## config.mk

```make
export PLATFORM = sky130hd
export DESIGN_NAME = busArbiter
export DESIGN_NICKNAME = d
export VERILOG_FILES = /design/src/hdl/miniPkg.sv /design/src/hdl/busArbiter.sv
export VERILOG_INCLUDE_DIRS = /design/src /design/src/hdl
export SDC_FILE = /design/constraint.sdc
export NUM_CORES = 1
export LEC_CHECK = 0
export BUFFER_PORTS_ARGS = -buffer_cell sky130_fd_sc_hd__buf_4
export CORE_AREA = 2 2 108 110
export DETAILED_ROUTE_END_ITERATION = 7
export DIE_AREA = 0 0 110 112
export PLACE_DENSITY = 0.57
export SLEW_MARGIN = 20
export SYNTH_ARGS = -nofsm -noshare
export SYNTH_HDL_FRONTEND = slang
export SYNTH_SLANG_ARGS = --single-unit
```

## constraint.sdc

```tcl
create_clock -name iClk -period 3.95 [get_ports iClk]
set_input_delay 0 -clock iClk [delete_from_list [all_inputs] [get_ports iClk]]
set_output_delay 0 -clock iClk [all_outputs]
set_load 0.01 [all_outputs]
```

## src/hdl/miniCfg.svh

```systemverilog
`ifndef MINI_CFG_SVH
`define MINI_CFG_SVH

// Depth of the shared word memory
`define MEM_WORDS 256

// Word address width into the memory
`define MEM_AW 8

// Byte address of the run/halt control register on APB
`define CTRL_ADDR 32'h0000_1000

`endif

```

## src/hdl/miniPkg.sv

```systemverilog
package miniPkg;

    // Data or address word
    typedef logic [31:0] word_t;

    // Register number, R0 reads as zero
    typedef logic [3:0] regIdx_t;

    // Opcodes, MiniSRC numbering with the unused codes left out
    typedef enum logic [4:0] {
        opLd   = 5'b00000,
        opSt   = 5'b00010,
        opAdd  = 5'b00011,
        opSub  = 5'b00100,
        opAnd  = 5'b00101,
        opOr   = 5'b00110,
        opAddi = 5'b01100,
        opAndi = 5'b01101,
        opOri  = 5'b01110,
        opBr   = 5'b10011,
        opNop  = 5'b11010,
        opHlt  = 5'b11011
    } opcode_t;

    // Branch condition in bits 20..19, tested on ra
    typedef enum logic [1:0] {
        brZero    = 2'b00,
        brNonZero = 2'b01,
        brPos     = 2'b10,  // strictly greater than zero
        brNeg     = 2'b11
    } brCond_t;

    // ALU function
    typedef enum logic [1:0] {
        aluAdd = 2'b00,
        aluSub = 2'b01,
        aluAnd = 2'b10,
        aluOr  = 2'b11
    } aluOp_t;

    // Instruction steps
    typedef enum logic [2:0] {
        stepFetch, stepDecode, stepExecute, stepMemory, stepWriteBack, stepHalted
    } step_t;

endpackage

```

## src/hdl/busArbiter.sv

```systemverilog
`include "miniCfg.svh"

module busArbiter (
    input  logic               iClk,
    input  logic               nRst,
    // APB host port
    input  miniPkg::word_t     paddr,
    input  logic               psel,
    input  logic               penable,
    input  logic               pwrite,
    input  miniPkg::word_t     pwdata,
    output miniPkg::word_t     prdata,
    output logic               pready,
    output logic               pslverr,
    // Processor port
    input  logic               memReq,
    input  logic               memWe,
    input  miniPkg::word_t     memAddr,
    input  miniPkg::word_t     memWData,
    output miniPkg::word_t     memRData,
    output logic               memAck,
    output logic               run,
    input  logic               halted,
    // Memory side
    output logic [`MEM_AW-1:0] ramAddr,
    output miniPkg::word_t     ramWData,
    output logic               ramWe,
    input  miniPkg::word_t     ramRData
);
    import miniPkg::*;

    logic  apbIsMem;
    logic  apbIsCtrl;
    logic  apbReq;
    logic  procReq;
    logic  grantApb;
    logic  grantProc;
    logic  procWait;
    logic  s1Apb;
    logic  s1Proc;
    logic  s1Mem;
    logic  s1Ctrl;
    logic  s2Apb;
    logic  s2Proc;
    logic  s2Mem;
    logic  s2Ctrl;
    word_t ctrlRData;

    // APB address decode, anything else is an error
    assign apbIsMem  = paddr < 32'(`MEM_WORDS * 4);
    assign apbIsCtrl = (paddr == `CTRL_ADDR);

    // New requests only, not ones already in the pipe
    assign apbReq  = psel && penable && !s1Apb && !s2Apb;
    assign procReq = memReq && !s1Proc && !s2Proc;
    // APB first, except a processor request that already lost once
    assign grantProc = procReq && (procWait || !apbReq);
    assign grantApb  = apbReq && !grantProc;

    // Grant stage, then data stage one cycle after the RAM address
    always_ff @(posedge iClk or negedge nRst) begin
        if (!nRst) begin
            procWait <= 1'b0;
            s1Apb    <= 1'b0;
            s1Proc   <= 1'b0;
            s1Mem    <= 1'b0;
            s1Ctrl   <= 1'b0;
            s2Apb    <= 1'b0;
            s2Proc   <= 1'b0;
            s2Mem    <= 1'b0;
            s2Ctrl   <= 1'b0;
            ramWe    <= 1'b0;
            run      <= 1'b0;
        end else begin
            procWait <= procReq && !grantProc;
            s1Apb    <= grantApb;
            s1Proc   <= grantProc;
            s1Mem    <= grantApb && apbIsMem;
            s1Ctrl   <= grantApb && apbIsCtrl;
            s2Apb    <= s1Apb;
            s2Proc   <= s1Proc;
            s2Mem    <= s1Mem;
            s2Ctrl   <= s1Ctrl;
            ramWe    <= (grantApb && pwrite && apbIsMem) || (grantProc && memWe);
            // One-cycle restart pulse on a write of bit 0
            run      <= grantApb && pwrite && apbIsCtrl && pwdata[0];
        end
    end

    // Address and write data of the granted port
    always_ff @(posedge iClk) begin
        if (grantApb) begin
            ramAddr  <= paddr[`MEM_AW+1:2];
            ramWData <= pwdata;
        end else if (grantProc) begin
            ramAddr  <= memAddr[`MEM_AW-1:0];
            ramWData <= memWData;
        end
    end

    // Run bit reads back as 0, halted in bit 1
    assign ctrlRData = {30'd0, halted, 1'b0};

    assign pready   = s2Apb;
    assign pslverr  = s2Apb && !s2Mem && !s2Ctrl;
    assign prdata   = s2Mem ? ramRData : (s2Ctrl ? ctrlRData : '0);
    assign memAck   = s2Proc;
    assign memRData = ramRData;

    // Processor request that lost to APB wins the next cycle
    assert property (@(posedge iClk) disable iff (!nRst)
        procReq && !grantProc |=> grantProc);

endmodule

```

==> results.toml <==
[status]
status = "completed"

[place]
port_buffers = 252
dp_worst_setup_slack_ns = 1.723
place_hpwl_um = 7479
placed_cell_area_mm2 = 0.004596
place_congestion = 0.7767

[clocking]
h-tree-depth = 2
cts_resized = 0
clk-insertion-delay-late_ns = 0.29
clockBufferDepth = 2
cts_buffers = 5
clk_pin_slew_worst_paths_ns = 0.07
cts-root-buf = "clkbuf_16"
cts.sinks = 51
cts_tree = "done"

[global_route]
grt_pass1_vias = 2405
grt_pass1_wl_um = 12320
grt_max_degree = 41
grt.total_usage = 0.1341
antenna_found_initial = 1
grt_overflow = 0

[synthesis]
synth-seq-cells = 51
synth_area_leaders = "edfxtp_1 43%, mux2_4 21%, dfrtp_1 9.8%, buf_4 8.6%, and2_1 6.9%"
netlist_top_cells_count = "40 x edfxtp_1, 39 x mux2_4, 32 x buf_4, 31 x and2_1, 11 x dfrtp_1"
async_flop_share = 0.2157
ys.flop_type = "edfxtp_1"
ys_seq_area_frac = 0.5266
synth_nets = 364
synth.avg_cell_area_um2 = 14.31
synth_warnings = 0
netlist.top_cell.by_area = "edfxtp_1"
synth-edff-count = 40
synthCells = 196
netlist.area_leader.share = 0.4284
synth.cell_area_mm2 = 0.002804
synth.most_common_cell = "edfxtp_1"
synthDistinctLibCells = 22

[layout]
multi_input_area_mm2 = 0.001033
layout-drive-gt1-share = 0.7041
final_nets = 603
n_antenna_cell = 0
fin_util = 0.4402
syn_to_final_growth_pct = 75.41
n_fill_cell = 1078
final_area_mm2 = 0.004918
seqCellArea_mm2 = 0.001476

[pwr]
p_leak_uw = 0.002357
irDropWorstVdd_v = 0.0001573
p_per_area_mw_per_mm2 = 303.2

[setup_path]
path_max_fanout = 11
critPathKind = "flip-flop to flip-flop"
path_delay_family = "buffers and inverters"
end_kind = "flip-flop"
worstSetupStartpointType = "flip-flop"
cp_num_buf_inv = 2
crit_chain = "nand4bb_4 > a21oi_4 > buf_4 > mux2_4 > dlygate4sd3_1"
cp.arrival_ns = 2.59
cpPeakStageDelay_ns = 0.55
slowest_stage = "dlygate4sd3_1"
required_ns = 4.00

[die]
die_y_um = 112
pin_count = 277
initial_core_util = 0.2509
coreArea_mm2 = 0.01117
die_x_um = 110
die_area_mm2 = 0.01232
rows = 39

[route]
drtPass1Iterations = 4
routedWlPerCell_um = 15.33
drc = 0
via_per_inst = 4.197
ant_nets = 0
dr.first_iter.drc_count = 61
vias = 2430
routed_wl_um = 8877

[sta]
period_needed_ns = 2.546
relSlewSlack = 0.3611
skew_ns = 0.007438
setup-tns-final_ns = 0
timing.final.ws_setup_ns = 1.404
holdWs_ns = 0.006759
worst_slew_pin_slew_ns = 0.9550
slew_viol_final = 0
finalSetupViolCount = 0
post-route-period-util = 0.6447
fmax_ghz = 0.3927
hold_viol_final = 0
rsz0062_at_grt = "false"

[min_path]
hold_class = "primary input to flip-flop"

[flow_run]
drv_cap = 0
metal layers:
metal / global-route usage / up-vias / part of all wire
met5: 0 / - / 0.0015
met4: 0.03460 / 2 / 0.012
met3: 0.04625 / 12 / 0.11
met2: 0.2638 / 157 / 0.55
met1: 0.1277 / 1111 / 0.33
li1: - / 1148 / -
report_power, final:
group	internal [uW]	switching (uW)	total, uW
combinational	234	143	377
clock	254	198	452
sequential	646	16.7	662
total	1130	358	1490
worst register-to-register path, delay by kind of cell (launching register included):
family,cells,cell delay (ns)
compound gates,1,0.43
buf+inv,2,0.88
flops,1,0.40
mux,1,0.31
simple gates,1,0.29
worst paths after layout:
path	startpoint	to	slack [ns]	depth (start not counted)
setup / recovery	pready	ramWData[3]	1.40	5
setup reg to reg	pready	ramWData[3]	1.40	5
hold reg to reg	s1Mem	s2Mem	0.35	0
max in group asynchronous	nRst	s1Mem	3.71	2
min in group asynchronous	nRst	pready	0.09	2
hold / removal	memWData[22]	ramWData[22]	0.007	2
layout make-up:
type,instances,area share
timing repair buffer,271,0.4223
clock inverter,2,0.002798
tap,143,0.03638
clock buffer,6,0.02824
sequential,51,0.3002
multi-input combinational,106,0.2101
cells by family (layout without fill, tap and decap cells):
| kind of cell | count (synthesis) | after routing | share of synthesized area |
|---|---|---|---|
| AOI/OAI and AO/OA | 4 | 4 | 0.01205 |
| buffers and inverters | 39 | 279 | 0.1058 |
| DFF | 51 | 51 | 0.5265 |
| muxes | 40 | 40 | 0.2129 |
| and+or+nand+nor | 62 | 62 | 0.1428 |
flip-flops by register name, indices dropped and copies added, names as in the netlist:
| register | cells |
|---|---|
| run | 1 |
| ramWe | 1 |
| s2Mem | 1 |
| s1Ctrl | 1 |
| ramWData | 32 |
| s2Ctrl | 1 |
| procWait | 1 |
| s1Mem | 1 |
| s1Apb | 1 |
| s1Proc | 1 |
| memAck | 1 |
| ramAddr | 8 |
| pready | 1 |
layout by cell type, fill, tap and decap left out:
master and count:
nand4_1 4, nor2_1 5, clkbuf_8 1, nor3_1 4
nand4bb_4 1, nand4bb_1 1, inv_6 1, mux2_4 39
edfxtp_1 40, clkinv_2 1, nor3b_2 1, o211ai_1 1
nand2_1 4, nor3b_1 1, clkbuf_16 5, dlygate4sd3_1 17
mux2_2 1, nor4_1 7, o21ai_0 2, a21oi_4 1
buf_4 254, nor4b_1 1, and4bb_2 1, and2_1 31
dfrtp_1 11, nand2_2 1
timing repair:
item | 4_1_cts | 5_1_grt
setup endpoints to repair | 0 | 0
hold endpoints to repair | 23 | 0
hold buffers | 17 | 0
buffers inserted | 0 | 0
per-stage QoR:
step | instances | total power (uW)
6_report | 579 | 1491
3_5_place_dp | 554 | 1043
2_1_floorplan | 196 | 831.7
5_1_grt | 579 | 1551
3_3_place_gp | 554 | 1036
4_1_cts | 579 | 1511
Power figures use the tool's default switching activity.
