--- src/hdl/miniCfg.svh ---
`ifndef MINI_CFG_SVH
`define MINI_CFG_SVH

// Depth of the shared word memory
`define MEM_WORDS 256

// Word address width into the memory
`define MEM_AW 8

// Byte address of the run/halt control register on APB
`define CTRL_ADDR 32'h0000_1000

`endif

--- src/hdl/miniPkg.sv ---
package miniPkg;

    // Data or address word
    typedef logic [31:0] word_t;

    // Register number, R0 reads as zero
    typedef logic [3:0] regIdx_t;

    // Opcodes, MiniSRC numbering with the unused codes left out
    typedef enum logic [4:0] {
        opLd   = 5'b00000,
        opSt   = 5'b00010,
        opAdd  = 5'b00011,
        opSub  = 5'b00100,
        opAnd  = 5'b00101,
        opOr   = 5'b00110,
        opAddi = 5'b01100,
        opAndi = 5'b01101,
        opOri  = 5'b01110,
        opBr   = 5'b10011,
        opNop  = 5'b11010,
        opHlt  = 5'b11011
    } opcode_t;

    // Branch condition in bits 20..19, tested on ra
    typedef enum logic [1:0] {
        brZero    = 2'b00,
        brNonZero = 2'b01,
        brPos     = 2'b10,  // strictly greater than zero
        brNeg     = 2'b11
    } brCond_t;

    // ALU function
    typedef enum logic [1:0] {
        aluAdd = 2'b00,
        aluSub = 2'b01,
        aluAnd = 2'b10,
        aluOr  = 2'b11
    } aluOp_t;

    // Instruction steps
    typedef enum logic [2:0] {
        stepFetch, stepDecode, stepExecute, stepMemory, stepWriteBack, stepHalted
    } step_t;

endpackage

--- src/hdl/controlUnit.sv ---
module controlUnit (
    input  logic             iClk,
    input  logic             nRst,
    input  logic             run,
    // Memory handshake, fields held until memAck
    output logic             memReq,
    output logic             memWe,
    input  logic             memAck,
    input  miniPkg::word_t   memRData,
    output logic             halted,
    // Flags of ra
    input  logic             isZero,
    input  logic             isNeg,
    // PC, IR and address select
    output logic             pcEn,
    output logic             pcBranch,
    output logic             irLoad,
    output logic             maSel,
    // Register file and ALU
    output logic             rfWrite,
    output miniPkg::regIdx_t rfAddrA,
    output miniPkg::regIdx_t rfAddrB,
    output miniPkg::regIdx_t rfAddrW,
    output miniPkg::aluOp_t  aluOp,
    output logic             immSel,
    output logic             wbMemSel,
    output miniPkg::word_t   imm
);
    import miniPkg::*;

    step_t   step;
    word_t   ir;
    opcode_t opcode;
    brCond_t cond;
    logic    isAluReg;
    logic    isAluImm;
    logic    isLd;
    logic    isSt;
    logic    isBr;
    logic    isHlt;
    logic    isMemOp;
    logic    brTaken;

    // Step counter, every instruction walks all five steps
    always_ff @(posedge iClk or negedge nRst) begin
        if (!nRst) begin
            step <= stepHalted;
        end else if (run) begin
            step <= stepFetch;
        end else begin
            case (step)
                // Wait for the instruction word
                stepFetch:     step <= memAck ? stepDecode : stepFetch;
                stepDecode:    step <= stepExecute;
                stepExecute:   step <= isHlt ? stepHalted : stepMemory;
                // Only loads and stores wait here
                stepMemory:    step <= (!isMemOp || memAck) ? stepWriteBack : stepMemory;
                stepWriteBack: step <= stepFetch;
                default:       step <= stepHalted;
            endcase
        end
    end

    // Instruction register, idles on a NOP
    always_ff @(posedge iClk or negedge nRst) begin
        if (!nRst) begin
            ir <= {opNop, 27'd0};
        end else if (irLoad) begin
            ir <= memRData;
        end
    end

    // Halt status, cleared by a new run
    always_ff @(posedge iClk or negedge nRst) begin
        if (!nRst) begin
            halted <= 1'b0;
        end else if (run) begin
            halted <= 1'b0;
        end else if (step == stepExecute && isHlt) begin
            halted <= 1'b1;
        end
    end

    // Field split
    assign opcode = opcode_t'(ir[31:27]);
    assign cond   = brCond_t'(ir[20:19]);
    assign imm    = {{13{ir[18]}}, ir[18:0]};

    // Instruction classes; unknown codes act as NOP
    assign isAluReg = opcode inside {opAdd, opSub, opAnd, opOr};
    assign isAluImm = opcode inside {opAddi, opAndi, opOri};
    assign isLd     = (opcode == opLd);
    assign isSt     = (opcode == opSt);
    assign isBr     = (opcode == opBr);
    assign isHlt    = (opcode == opHlt);
    assign isMemOp  = isLd || isSt;

    // Branch condition against the flags of ra
    always_comb begin
        brTaken = 1'b0;
        case (cond)
            brZero:    brTaken = isZero;
            brNonZero: brTaken = !isZero;
            brPos:     brTaken = !isZero && !isNeg;
            brNeg:     brTaken = isNeg;
        endcase
    end

    // ALU function, address math uses add
    always_comb begin
        case (opcode)
            opSub:         aluOp = aluSub;
            opAnd, opAndi: aluOp = aluAnd;
            opOr, opOri:   aluOp = aluOr;
            default:       aluOp = aluAdd;
        endcase
    end

    // Memory port
    assign memReq = (step == stepFetch) || (step == stepMemory && isMemOp);
    assign memWe  = (step == stepMemory) && isSt;
    // Effective address steered to MAR from execute on
    assign maSel  = isMemOp && (step == stepExecute || step == stepMemory);

    // PC moves on the fetch ack, or jumps in execute
    assign irLoad   = (step == stepFetch) && memAck;
    assign pcBranch = (step == stepExecute) && isBr && brTaken;
    assign pcEn     = irLoad || pcBranch;

    // Register file: A is rb (ra for branches), B is rc (ra for stores)
    assign rfAddrA  = isBr ? ir[26:23] : ir[22:19];
    assign rfAddrB  = isSt ? ir[26:23] : ir[18:15];
    assign rfAddrW  = ir[26:23];
    assign rfWrite  = (step == stepWriteBack) && (isAluReg || isAluImm || isLd);
    assign immSel   = isAluImm || isMemOp;
    assign wbMemSel = isLd;

    // A store stays on the bus until its ack
    assert property (@(posedge iClk) disable iff (!nRst)
        memWe && !memAck && !run |=> memWe && memReq);

    // Load write-back only right after the data came back
    assert property (@(posedge iClk) disable iff (!nRst)
        rfWrite && isLd |-> $past(memAck));

endmodule

--- config.mk ---
export PLATFORM = sky130hd
export DESIGN_NAME = controlUnit
export DESIGN_NICKNAME = d
export VERILOG_FILES = /design/src/hdl/miniCfg.svh /design/src/hdl/miniPkg.sv /design/src/hdl/controlUnit.sv
export SDC_FILE = /design/constraint.sdc
export NUM_CORES = 1
export LEC_CHECK = 0
export BUFFER_PORTS_ARGS = -buffer_cell sky130_fd_sc_hd__buf_2
export CORE_MARGIN = 2
export CORE_UTILIZATION = 40
export DETAILED_ROUTE_END_ITERATION = 10
export PLACE_DENSITY_LB_ADDON = 0.12
export SYNTH_ARGS = -nofsm -noshare
export SYNTH_HDL_FRONTEND = slang
export SYNTH_SLANG_ARGS = --single-unit
--- constraint.sdc ---
create_clock -name iClk -period 1.8 [get_ports iClk]
set_input_delay 0.54 -clock iClk [delete_from_list [all_inputs] [get_ports iClk]]
set_output_delay 0.54 -clock iClk [all_outputs]
set_load 0.02 [all_outputs]
==> run_results.csv <==
group,metric,value,unit
floorplanning,die_y,75.4,um
power_and_ir_drop,p_seq_frac,0.340,
placed_design,io_buffers,93,
final_layout,finalInstanceArea,2880,um2
synth,syn_area,2040,um2
power_and_ir_drop,p_total,3690,uW
synth,synth_ff_type,"dfrtp_1",
critical_path,path_cells,"nor2_4 > nand4_1 > buf_6 > mux2_4 > buf_6",
power_and_ir_drop,leakagePower,0.00137,uW
critical_path,worst_setup_path_end_kind,"output pin",
power_and_ir_drop,combPwrFrac,0.510,
sta,timing.final.ws_setup,-0.368,ns
clock_tree,clockRootBuffer,"clkbuf_8",
synth,yosys_register_bits,36,
final_layout,mostFrequentLayoutCell,"buf_2",
synth,synthAdderAreaFrac,0,
floorplanning,die_w,75.4,um
detailed_routing,ant_nets,0,
global_routing,antenna_found_initial,0,
sta,finClkSkew,0.00541,ns
run_status,violations,"setup timing",
global_routing,grt_use_total,0.154,
placed_design,placed_area,2520,um2
critical_path,cp_max_fo,6,
synth,yosys.area_share.xor_xnor,0.00859,
critical_path,crit_required,1.26,ns
final_layout,final_cell_mix,"buf_2 (75), mux2_2 (29), dfrtp_1 (29)",
clock_tree,h-tree-depth,2,
clock_tree,clock_path_buffers,2,
sta,finalCritPeriodShare,1.20,
clock_tree,cts_num_sinks,36,
power_and_ir_drop,ir_drop,0.000644,V
synth,synth_compound_area_frac,0.0583,
clock_tree,cts_tree,"done",
critical_path,cp_common_cell,"buf_6",
detailed_routing,drc,0,
clock_tree,clock_latency,0.28,ns
power_and_ir_drop,p_per_area,1280,nW/um2
placed_design,gp_congestion,0.748,
clock_tree,path_clk_slew,0.07,ns
synth,synthSimpleGateAreaFrac,0.104,
hold_path,hp-class,"in2async",
floorplanning,placementRows,25,
critical_path,arrival,1.63,ns
detailed_routing,drt_iter0_markers,25,
sta,maxSlewViolCount,0,
power_and_ir_drop,p_sw,1440,uW
synth,yosys_warnings,0,
final_layout,seqCellArea,910,um2
synth,synth_nets,214,
sta,grt_setup_unrepaired,"true",
final_layout,nets,300,
sta,relSlewSlack,0.731,
detailed_routing,wl,4520,um
synth,synth_top_family_by_area,"multiplexers",
detailed_routing,vias,1551,
synth,synthArstFlopShare,1.00,
power_and_ir_drop,cellInternalPower,2250,uW
floorplanning,dieArea,5690,um2
synth,synth_edf_count,0,
sta,max_freq,461,MHz
sta,period_needed,2.17,ns
flow_run,maxCapViolCount,0,
synth,ys_types,36,
global_routing,grt_pass1_vias,1434,
critical_path,slowest_stage,"dfstp_2",
detailed_routing,wl_per_cell,13.7,um
sta,setup_viol_count_final,19,
placed_design,dp_hpwl,3260,um
floorplanning,initial_core_util,0.423,
floorplanning,ios,94,
critical_path,cp_top_family,"flip-flops",
detailed_routing,dr.pass1.iters,4,
final_layout,area_delta_synth_final,41.1,%
sta,tightest_slew,0.404,ns
final_layout,multi_input_area,937,um2
synth,avgSynthCellArea,11.6,um2
final_layout,layout-drive-gt1-share,0.745,
global_routing,grt_pass1_wl,6580,um
critical_path,slowest_delay,0.59,ns
final_layout,n_antenna_cell,0,
critical_path,start_kind,"flop",
critical_path,criticalPathCategory,"reg2out",
critical_path,worst-path-stages,5,
global_routing,grt_max_degree,21,
synth,synthMuxAreaShare,0.215,
critical_path,crit_buf_inv,2,
critical_path,r2r_setup_slack,0.08,ns
critical_path,rr_worst_depth,6,
global_routing,overflow,0,
power_and_ir_drop,swShare,0.389,
final_layout,fill_cells,448,
floorplanning,core,4820,um2
power_and_ir_drop,p_clk_frac,0.150,
run_status,status,"finished with violations",
synth,ys_seq_area_frac,0.445,
clock_tree,numCtsBuffers,5,
sta,final-hold-violation-count,0,
synth,netlist_instances,176,
detailed_routing,viasPerCell,4.70,
==> what timing repair did <==
item	CTS	global route
hold endpoints to repair	0	0
hold buffers	0	0
setup endpoints to repair	19	19
pin swaps	6	3
buffers inserted	7	1
resized for setup	43	19
==> power by group through the flow <==
stage                     logic (uW)  registers, uW  clock network, uW
after floorplan                 1460           1190                  0
after global placement          1630           1240                  0
after detailed placement        1630           1250                  0
after CTS                       1820           1250                575
after global routing            2020           1300                604
final                           1880           1260                552
==> area by class of cell <==
class | instances | share of cell area
clock buffer | 7 | 0.0265
clock inverter | 1 | 0.00174
sequential | 36 | 0.316
multi-input combinational | 92 | 0.326
inverter | 2 | 0.00261
timing repair buffer | 125 | 0.298
tap | 67 | 0.0291
==> flip-flops by register name (all words and copies together) (netlist names) <==
| signal | count |
|---|---|
| ir | 32 |
| step | 3 |
| halted | 1 |
==> synth_stat cells, drive strengths merged, types with 2 or more instances <==
cell / instances / area, um2
buf: 40 / 315
mux2: 39 / 439
dfrtp: 31 / 776
nor2: 8 / 30.0
clkbuf: 6 / 22.5
dfstp: 5 / 131
nand2: 4 / 15.0
nor3: 4 / 20.0
nor3b: 4 / 30.0
a31oi: 3 / 18.8
o21ai: 3 / 15.0
a21oi: 2 / 10.0
inv: 2 / 7.51
nand3: 2 / 10.0
nand3b: 2 / 15.0
nor2b: 2 / 12.5
o21bai: 2 / 15.0
==> logic make-up (layout without fill, tap and decap cells) <==
kind of cell           Yosys count  count (layout)
flip-flops                      36              36
buffers and inverters           48             135
AND/OR/NAND/NOR                 34              34
AO/OA/AOI/OAI                   17              17
XOR/XNOR                         2               2
multiplexers                    39              39
==> worst paths after layout <==
| kind | startpoint | endpoint |
|---|---|---|
| setup / recovery | ir[30]$_DFFE_PN1P_ | rfAddrA[3] |
| hold reg to reg | ir[12]$_DFFE_PN0P_ | ir[12]$_DFFE_PN0P_ |
| max in group asynchronous | nRst | step[2]$_DFF_PN1_ |
| setup reg to reg | step[2]$_DFF_PN1_ | ir[14]$_DFFE_PN0P_ |
| min in group iClk | memRData[30] | ir[30]$_DFFE_PN1P_ |
| hold / removal | nRst | ir[12]$_DFFE_PN0P_ |
==> metal layers <==
| metal | share of wire | wire, um | global-route usage |
|---|---|---|---|
| met2 | 0.49 | 2200 | 0.250 |
| met3 | 0.079 | 359 | 0.0529 |
| met1 | 0.42 | 1920 | 0.196 |
| met4 | 0.0084 | 38 | 0.0468 |
| met5 | 0 | 0 | 0 |
==> stage by stage <==
step	setup TNS [ns]	hold WS [ns]	setup slack, ns	std cells	util
floorplan	-0.977	0.244	-0.177	176	-
global placement	-1.18	0.472	-0.136	314	0.523
detailed placement	-1.36	0.474	-0.155	314	0.523
CTS	-5.68	0.183	-0.367	329	0.580
global route	-6.58	0.198	-0.442	330	0.597
finish	-5.36	0.175	-0.368	330	0.597
==> worst reg2reg max path, cell delays in order (launching register included) <==
cell     delay (ns)
dfstp_2        0.38
buf_6          0.12
nor4b_4        0.33
buf_4          0.19
buf_4          0.11
buf_6          0.14
mux2_2         0.34
Power figures use the tool's default switching activity.
