[src/hdl/miniCfg.svh]
`ifndef MINI_CFG_SVH
`define MINI_CFG_SVH

// Depth of the shared word memory
`define MEM_WORDS 256

// Word address width into the memory
`define MEM_AW 8

// Byte address of the run/halt control register on APB
`define CTRL_ADDR 32'h0000_1000

`endif

[src/hdl/miniPkg.sv]
package miniPkg;

    // Data or address word
    typedef logic [31:0] word_t;

    // Register number, R0 reads as zero
    typedef logic [3:0] regIdx_t;

    // Opcodes, MiniSRC numbering with the unused codes left out
    typedef enum logic [4:0] {
        opLd   = 5'b00000,
        opSt   = 5'b00010,
        opAdd  = 5'b00011,
        opSub  = 5'b00100,
        opAnd  = 5'b00101,
        opOr   = 5'b00110,
        opAddi = 5'b01100,
        opAndi = 5'b01101,
        opOri  = 5'b01110,
        opBr   = 5'b10011,
        opNop  = 5'b11010,
        opHlt  = 5'b11011
    } opcode_t;

    // Branch condition in bits 20..19, tested on ra
    typedef enum logic [1:0] {
        brZero    = 2'b00,
        brNonZero = 2'b01,
        brPos     = 2'b10,  // strictly greater than zero
        brNeg     = 2'b11
    } brCond_t;

    // ALU function
    typedef enum logic [1:0] {
        aluAdd = 2'b00,
        aluSub = 2'b01,
        aluAnd = 2'b10,
        aluOr  = 2'b11
    } aluOp_t;

    // Instruction steps
    typedef enum logic [2:0] {
        stepFetch, stepDecode, stepExecute, stepMemory, stepWriteBack, stepHalted
    } step_t;

endpackage

[src/hdl/dataPath.sv]
module dataPath (
    input  logic             iClk,
    input  logic             nRst,
    input  logic             run,
    // PC and address control
    input  logic             pcEn,
    input  logic             pcBranch,
    input  logic             irLoad,
    input  logic             maSel,
    // Register file and ALU control
    input  logic             rfWrite,
    input  miniPkg::regIdx_t rfAddrA,
    input  miniPkg::regIdx_t rfAddrB,
    input  miniPkg::regIdx_t rfAddrW,
    input  miniPkg::aluOp_t  aluOp,
    input  logic             immSel,
    input  logic             wbMemSel,
    input  miniPkg::word_t   imm,
    // Memory port
    input  logic             memReq,
    input  logic             memAck,
    input  miniPkg::word_t   memRData,
    output miniPkg::word_t   memAddr,
    output miniPkg::word_t   memWData,
    // Flags of the A register
    output logic             isZero,
    output logic             isNeg
);
    import miniPkg::*;

    word_t pc;
    word_t mar;
    word_t mdr;
    word_t aReg;
    word_t bReg;
    word_t zReg;
    word_t rdReg;
    word_t aluB;
    word_t aluY;
    word_t wbData;
    word_t rf [16];

    // PC in words, fetch steps by one, branch adds imm to the stepped PC
    always_ff @(posedge iClk or negedge nRst) begin
        if (!nRst) begin
            pc <= '0;
        end else if (run) begin
            pc <= '0;
        end else if (pcEn) begin
            pc <= pcBranch ? pc + imm : pc + 32'd1;
        end
    end

    // Register file, cleared on run so each program starts clean
    always_ff @(posedge iClk or negedge nRst) begin
        if (!nRst) begin
            for (int i = 0; i < 16; i++) begin
                rf[i] <= '0;
            end
        end else if (run) begin
            for (int i = 0; i < 16; i++) begin
                rf[i] <= '0;
            end
        end else if (rfWrite && rfAddrW != '0) begin
            rf[rfAddrW] <= wbData;
        end
    end

    // Operand, result and memory data registers
    always_ff @(posedge iClk) begin
        aReg <= rf[rfAddrA];
        bReg <= rf[rfAddrB];
        zReg <= aluY;
        mdr  <= bReg;
        // Load data only, instruction words go to the IR
        if (memAck && !irLoad) begin
            rdReg <= memRData;
        end
    end

    // Four-function ALU
    assign aluB = immSel ? imm : bReg;
    always_comb begin
        case (aluOp)
            aluAdd:  aluY = aReg + aluB;
            aluSub:  aluY = aReg - aluB;
            aluAnd:  aluY = aReg & aluB;
            default: aluY = aReg | aluB;
        endcase
    end

    // MAR follows PC, or the effective address for LD and ST
    always_ff @(posedge iClk or negedge nRst) begin
        if (!nRst) begin
            mar <= '0;
        end else begin
            mar <= run ? '0 : (maSel ? aluY : pc);
        end
    end

    assign wbData   = wbMemSel ? rdReg : zReg;
    assign memAddr  = mar;
    assign memWData = mdr;
    assign isZero   = (aReg == '0);
    assign isNeg    = aReg[31];

    // Address held steady across a stalled request
    assert property (@(posedge iClk) disable iff (!nRst)
        memReq && !memAck && !run |=> $stable(memAddr));

endmodule

[config.mk]
export PLATFORM = sky130hd
export DESIGN_NAME = dataPath
export DESIGN_NICKNAME = d
export VERILOG_FILES = /design/src/hdl/miniCfg.svh /design/src/hdl/miniPkg.sv /design/src/hdl/dataPath.sv
export SDC_FILE = /design/constraint.sdc
export NUM_CORES = 1
export LEC_CHECK = 0
export ABC_CLOCK_PERIOD_IN_PS = 11500
export BUFFER_PORTS_ARGS = -buffer_cell sky130_fd_sc_hd__buf_2
export CELL_PAD_IN_SITES_DETAIL_PLACEMENT = 0
export CELL_PAD_IN_SITES_GLOBAL_PLACEMENT = 1
export CORE_MARGIN = 5
export CORE_UTILIZATION = 32
export CTS_CLUSTER_DIAMETER = 40
export DETAILED_ROUTE_END_ITERATION = 8
export PLACE_DENSITY_LB_ADDON = 0.12
export SYNTH_ARGS = -nofsm -noshare
export SYNTH_HDL_FRONTEND = slang
export SYNTH_SLANG_ARGS = --single-unit
export TNS_END_PERCENT = 50
[constraint.sdc]
create_clock -name iClk -period 11.5 [get_ports iClk]
set_clock_uncertainty 0.15 [all_clocks]
set_input_delay 1.725 -clock iClk [delete_from_list [all_inputs] [get_ports iClk]]
set_output_delay 1.725 -clock iClk [all_outputs]
set_load 0.1 [all_outputs]
==> out/results.tsv, run 1 <==
stage	metric	value	unit
route	drt wl/cell	26.2	um
synth	Syn. warnings	0	
placement	Final HPWL DP	82000	um
synth	#FFs+latches synth	736	
clock_tree	clk buf depth	3	
cells_and_area	Multi-input gate area	18900	um2
synth	Synth top area share	0.378	
grt	largest net degree at the start of global routing	225	
synth	Syn Nets	3525	
synth	async set-reset flop share out of synthesis	0.783	
worst_setup_path	WP data required	12.00	ns
floorplanning	Initial Utilization	0.323	
worst_setup_path	CP max-delay cell	nor4_1	
cells_and_area	Filler cells	11364	
power	total power	7420	uW
synth	Post-Synthesis Cells	3368	
cells_and_area	# diodes	0	
power	Comb power frac	0.100	
grt	global-route wire length before repair	197000	um
synth	most frequent cell after synthesis	dfrtp_1	
sta	Tcrit/Tclk final	0.599	
route	DR iter-0 viols	2035	
run_status	status	finished clean	
sta	Setup TNS	0	ns
power	P_sw	1930	uW
worst_setup_path	WP data arrival	7.39	ns
placement	# port buffers	154	
clock_tree	Root Buffer Master	clkbuf_16	
floorplanning	die width	355	um
cells_and_area	layout cells sized above 1	0.233	
sta	Worst Max-Slew Pin Slew	1.14	ns
clock_tree	CTS tree	built	
placement	Cells after DPL	4798	
cells_and_area	design area	44600	um2
hold_path	Hold/Removal Path Class	flip-flop to flip-flop	
cells_and_area	Nets	3552	
power	Clock power frac	0.534	
power	pwr dens	167	nW/um2
worst_setup_path	delay-heaviest family, CP	compound AO/OA/AOI/OAI gates	
worst_setup_path	critical path class	input pin to flip-flop	
sta	Hold Fails Final Rpt	0	
floorplanning	die area	126000	um2
cells_and_area	area growth from synthesis to layout	17.0	%
synth	synth unique cells	84	
clock_tree	hold-fix buffers at CTS	0	
clock_tree	clk slew on worst S/H paths	0.05	ns
cells_and_area	sequential cell area	17900	um2
floorplanning	CORE AREA	118000	um2
worst_setup_path	critical path launch point type	input pin	
power	Switching Share	0.260	
power	Peak VDD IR	0.000151	V
cells_and_area	Cell Count, Final, Fillers Out	5032	
sta	max_slew headroom	0.232	
floorplanning	Rows	126	
route	Via density	5.61	
synth	top area cells in the synthesized netlist	dfrtp_1 38%, mux4_2 19%, o21ai_0 6.8%, dfxtp_1 6.7%, nand3_1 6.4%	
clock_tree	Sink Count	736	
clock_tree	Skew-Pair Late Insertion Delay	0.74	ns
floorplanning	Ports	156	
route	Routed Antenna Nets	0	
grt	total congestion overflow	0	
route	Post-route DRC	0	
clock_tree	H-tree depth	4	
clock_tree	Setup Fix Bufs, Post-CTS	0	
synth	Synth area leader	dfrtp_1	
worst_setup_path	CP dominant cell by count	ha_1	
synth	synthesized cell area	38100	um2
power	Flop pwr share	0.366	
synth	synth cell count leaders	576 x dfrtp_1, 518 x o21ai_0, 489 x nand3_1	
worst_setup_path	Worst Path Max Fanout	46	
clock_tree	cts bufs inserted	131	
sta	Fmax	145	MHz
worst_setup_path	CP endpoint kind	flip-flop	
grt	Tot GR Track Use	0.209	
sta	RSZ-0062 raised after global routing	no	
placement	Post-DP Area	40100	um2
floorplanning	height of the die	355	um
synth	Seq/Total Area, Yosys	0.471	
sta	Setup violations, final	0	
power	Internal	5500	uW
sta	min Tclk post-route	6.89	ns
sta	Final Max Slew Viols	0	
grt	initial antenna violation count	10	
synth	Synth Flop Type	dfrtp_1	
worst_setup_path	CP cell instances	buf_2 > buf_4 > mux2i_1 > ha_1 > o2111ai_1 > nor2_1 > nand3_1 > nor4_1 > a21oi_1 > xor2_1 > ha_1 > o21ai_0 > o21bai_1 > a21o_1 > a211oi_1 > a31oi_2 > a221oi_4 > xnor2_1 > mux2_2 > a41oi_2	
synth	Post-synth EDFFs	32	
placement	Placer Congestion	0.811	
worst_setup_path	R2R setup slack	6.20	ns
route	via count	28226	
grt	vias in the first global route	29500	
power	LEAKAGE	0.0186	uW
job	Max-cap violations	0	
route	post-detailed-routing wire length	132000	um
synth	synthesized area per cell	11.3	um2
clock_tree	post-cts resize count	0	
worst_setup_path	Slowest Stage Delay on Critical Path	0.73	ns
worst_setup_path	Buf/Inv on CP	2	
route	drt first pass iters	5	
flip-flops by register name, indices dropped and copies added (netlist names):
name and count:
pc 32, rdReg 32, bReg 32, zReg 32
memWData 32, rf 512, aReg 32, memAddr 32
power groups by stage:
stage                     Clock (uW)  Combinational [uW]  Sequential [uW]
after floorplan                    0                 428             2810
after global placement             0                 744             2760
after detailed placement           0                 750             2760
after CTS                       4070                 754             2710
after global routing            4190                 811             2720
final                           3970                 743             2710
metrics by stage:
step | hold slack, ns | util | setup slack, ns
after floorplan | 0.177 | - | 4.65
after global placement | 0.192 | 0.340 | 3.79
after detailed placement | 0.201 | 0.340 | 3.81
after CTS | 0.203 | 0.378 | 4.58
after global routing | 0.209 | 0.378 | 4.34
final | 0.203 | 0.378 | 4.61
cells by family after synthesis:
| group | Yosys count | synth area share |
|---|---|---|
| adders and majority gates | 74 | 0.0242 |
| DFF | 736 | 0.471 |
| buffers and inverters | 333 | 0.0338 |
| xor gates and xnor gates | 75 | 0.0172 |
| and+or+nand+nor | 956 | 0.121 |
| muxes | 428 | 0.219 |
| AOI/OAI and AO/OA | 766 | 0.113 |
final timing paths:
| check | from | endpoint | depth (start not counted) |
|---|---|---|---|
| max | immSel | memAddr[31]$_DFF_PN0_ | 20 |
| max in group asynchronous | nRst | rf[182]$_DFFE_PN0P_ | 3 |
| min reg2reg | bReg[5]$_DFF_P_ | memWData[5]$_DFF_P_ | 0 |
| min in group asynchronous | nRst | pc[2]$_DFFE_PN0P_ | 1 |
| max reg2reg | bReg[0]$_DFF_P_ | memAddr[31]$_DFF_PN0_ | 18 |
| min | bReg[5]$_DFF_P_ | memWData[5]$_DFF_P_ | 0 |
worst reg2reg max path, stage by stage, from the launching register on:
cell       delay, ns
dfxtp_1         0.35
mux2i_1         0.26
ha_1            0.28
o2111ai_1       0.16
nor2_1          0.25
nand3_1         0.30
nor4_1          0.73
a21oi_1         0.16
xor2_1          0.18
ha_1            0.38
o21ai_0         0.12
o21bai_1        0.10
a21o_1          0.20
a211oi_1        0.29
a31oi_2         0.14
a221oi_4        0.44
xnor2_1         0.18
mux2_2          0.37
a41oi_2         0.16
layout by cell type (no fill, tap or decap), drive strengths merged, types with 13 or more instances in the layout:
master,synthesis,routed
dfrtp,576,576
o21ai,523,523
nand3,489,489
mux4,320,320
buf,50,200
clkbuf,258,170
nor2,163,163
nand2,143,143
dfxtp,128,128
a21oi,88,88
mux2i,66,66
ha,65,65
xnor2,49,49
mux2,42,42
nor2b,40,40
inv,24,35
and2,34,34
edfxtp,32,32
a21o,30,30
clkinv,1,30
nor3,29,29
xor2,26,26
o21a,20,20
bufinv,0,17
o211ai,13,13
cell type report:
class / count / area share
Multi-Input combinational cell: 2299 / 0.425
Tap cell: 1536 / 0.0431
Clock inverter: 66 / 0.0195
Inverter: 25 / 0.00227
Clock buffer: 168 / 0.0810
Sequential cell: 736 / 0.402
Timing Repair Buffer: 202 / 0.0269
per-layer routing:
metal | vias up | routed length, um | global-route usage
li1 | 12680 | - | -
met1 | 14538 | 58200 | 0.278
met5 | - | 22 | 0
met2 | 786 | 63000 | 0.347
met4 | 4 | 3860 | 0.0678
met3 | 218 | 6670 | 0.0394
Power figures use the tool's default switching activity.
==> run 2: changes to the inputs <==
- ABC_CLOCK_PERIOD_IN_PS: 11500 -> 5650
- clock period: 11.5 -> 5.65 ns (I/O delays scaled with it)
==> run 2 against run 1 <==
Against the previous run:
- non-clock buffer count rose by 47
- first-iteration DRC count rose by 19%
- worst setup slack worse by 3.9 ns
- sequential power up 100%
- final area rose by 1.7%
- final cell count rose by 1.1%
- clock power up 110%
- wire length rose by 1.3%
- sequential share of layout area is 0.66 points lower
- largest cell class unchanged
- largest power group unchanged
==> out/results.tsv, run 2 (synthesis gave the netlist of run 1 again) <==
stage	metric	value	unit	change
power	LEAKAGE	0.0190	uW	+2.0%
route	Post-route DRC	0		unchanged
clock_tree	clk buf depth	3		unchanged
worst_setup_path	WP data required	6.14	ns	-5.86 ns
sta	RSZ-0062 raised after global routing	no		
sta	Setup TNS	0	ns	unchanged
worst_setup_path	Slowest Stage Delay on Critical Path	0.83	ns	+0.10 ns
sta	Final Max Slew Viols	0		unchanged
cells_and_area	Nets	3603		+1.4%
cells_and_area	commonest non-fill, non-tap cell in the layout	dfrtp_1		
clock_tree	cts bufs inserted	135		+3.1%
sta	min Tclk post-route	4.95	ns	
worst_setup_path	CP cell instances	buf_2 > buf_4 > mux2i_1 > buf_4 > o211ai_1 > or3_1 > nand2_1 > xnor2_1 > ha_1 > nand2_1 > a311oi_1 > o21bai_1 > a31oi_2 > a221oi_4 > xnor2_1 > mux2_2 > a41oi_2		
clock_tree	Root Buffer Master	clkbuf_16		
cells_and_area	area growth from synthesis to layout	19.0	%	
sta	Setup violations, final	0		unchanged
power	P_sw	3980	uW	+110%
grt	vias in the first global route	29500		unchanged
worst_setup_path	delay-heaviest family, CP	compound AO/OA/AOI/OAI gates		
cells_and_area	Top reg by flops	rf		
clock_tree	hold-fix buffers at CTS	0		unchanged
cells_and_area	Layout Utilization	0.384		+0.00634
worst_setup_path	Worst Path Max Fanout	7		-85%
grt	global-route wire length before repair	199000	um	+0.86%
power	Clock power frac	0.544		+0.010
cells_and_area	most frequent cells in the layout	576 x dfrtp_1, 518 x o21ai_0, 485 x nand3_1		
worst_setup_path	CP max-delay cell	a311oi_1		
power	Comb power frac	0.100		about the same
placement	# port buffers	154		unchanged
floorplanning	die width	355	um	unchanged
route	Routed Antenna Nets	0		unchanged
route	Via density	5.62		+0.22%
floorplanning	die area	126000	um2	unchanged
route	drt wl/cell	26.2	um	+0.23%
floorplanning	Ports	156		unchanged
power	pwr dens	342	nW/um2	+110%
grt	initial antenna violation count	10		unchanged
worst_setup_path	WP data arrival	5.44	ns	-1.95 ns
floorplanning	Initial Utilization	0.323		unchanged
floorplanning	CORE AREA	118000	um2	unchanged
clock_tree	Sink Count	736		unchanged
clock_tree	Setup Fix Bufs, Post-CTS	0		unchanged
power	Switching Share	0.256		-0.00351
placement	Placer Congestion	0.823		+1.5%
route	DR iter-0 viols	2425		+19%
worst_setup_path	Buf/Inv on CP	3		+1
route	via count	28598		+1.3%
power	Internal	11500	uW	+110%
floorplanning	Rows	126		unchanged
cells_and_area	layout cells sized above 1	0.246		+0.0134
clock_tree	CTS tree	built		
clock_tree	Skew-Pair Late Insertion Delay	0.74	ns	about the same
worst_setup_path	critical path launch point type	input pin		
clock_tree	H-tree depth	4		unchanged
route	drt first pass iters	5		unchanged
route	post-detailed-routing wire length	134000	um	+1.3%
worst_setup_path	critical path class	input pin to flip-flop		
cells_and_area	max reg flops	512		unchanged
clock_tree	clk slew on worst S/H paths	0.05	ns	about the same
run_status	status	finished clean		
cells_and_area	Cell Count, Final, Fillers Out	5087		+1.1%
power	Flop pwr share	0.356		-0.010
worst_setup_path	CP endpoint kind	flip-flop		
floorplanning	height of the die	355	um	unchanged
sta	Tcrit/Tclk final	0.876		
job	Max-cap violations	0		unchanged
grt	largest net degree at the start of global routing	156		-31%
grt	total congestion overflow	0		unchanged
placement	Final HPWL DP	85000	um	+3.6%
grt	Tot GR Track Use	0.211		+0.00206
hold_path	Hold/Removal Path Class	input pin to asynchronous set/reset pin		
clock_tree	post-cts resize count	0		unchanged
sta	max_slew headroom	0.224		-0.00784
placement	Cells after DPL	4845		+0.98%
power	Peak VDD IR	0.000230	V	+53%
sta	Worst Max-Slew Pin Slew	1.16	ns	+0.0182 ns
sta	Fmax	202	MHz	
sta	Hold Fails Final Rpt	0		unchanged
## run 2: final cells by class
class	instances	area (um2)
Multi-Input combinational cell	2299	19000
Tap cell	1536	1920
Sequential cell	736	17900
Antenna cell	2	5.00
Timing Repair Buffer	249	1680
Clock buffer	173	3770
Clock inverter	67	950
Inverter	25	101
Fill cell	11334	72800
## run 2: power by group through the flow
stage	registers [uW]	clock network (uW)	logic (uW)
after global placement	5610	0	1560
after global routing	5540	8880	1690
after CTS	5530	8640	1570
after detailed placement	5620	0	1570
final	5530	8440	1550
after floorplan	5720	0	873
## run 2: per-stage QoR
| step | setup WS (ns) | total power, uW | hold slack [ns] | area [um2] |
|---|---|---|---|---|
| after floorplan | 0.0432 | 6590 | 0.177 | 38100 |
| after global placement | 0.0391 | 7170 | 0.210 | 40600 |
| after detailed placement | 0.0720 | 7180 | 0.212 | 40600 |
| after CTS | 0.838 | 15700 | 0.0217 | 45300 |
| after global routing | 0.580 | 16100 | 0.0890 | 45300 |
| final | 0.700 | 15500 | 0.0266 | 45300 |
## run 2: routing by layer
metal	routed length [um]	track usage	up-vias	part of all wire
li1	-	-	12801	-
met1	59000	0.286	14716	0.44
met5	15	0	-	0.00011
met3	7650	0.0410	211	0.057
met4	3310	0.0597	4	0.025
met2	63600	0.348	866	0.48
## run 2: worst reg2reg max path: cells and delay by family (launching register included)
kind            cells  cell delay, ns
xor+xnor            2            0.29
simple gates        4            1.02
mux                 1            0.38
compound gates      6            2.18
fa+ha+maj           1            0.39
flops               1            0.42
## run 2: path summary, 6_finish.rpt
path	startpoint	endpoint	slack [ns]	cells past startpoint
worst max-delay path	immSel	memAddr[31]$_DFF_PN0_	0.70	17
worst min-delay path	nRst	memAddr[3]$_DFF_PN0_	0.03	1
worst max register to register	bReg[3]$_DFF_P_	memAddr[31]$_DFF_PN0_	0.73	14
worst min register to register	bReg[28]$_DFF_P_	memWData[28]$_DFF_P_	0.21	0
max in group asynchronous	nRst	rf[24]$_DFFE_PN0P_	4.01	2
min in group iClk	memRData[31]	rdReg[31]$_DFFE_PP_	0.14	1
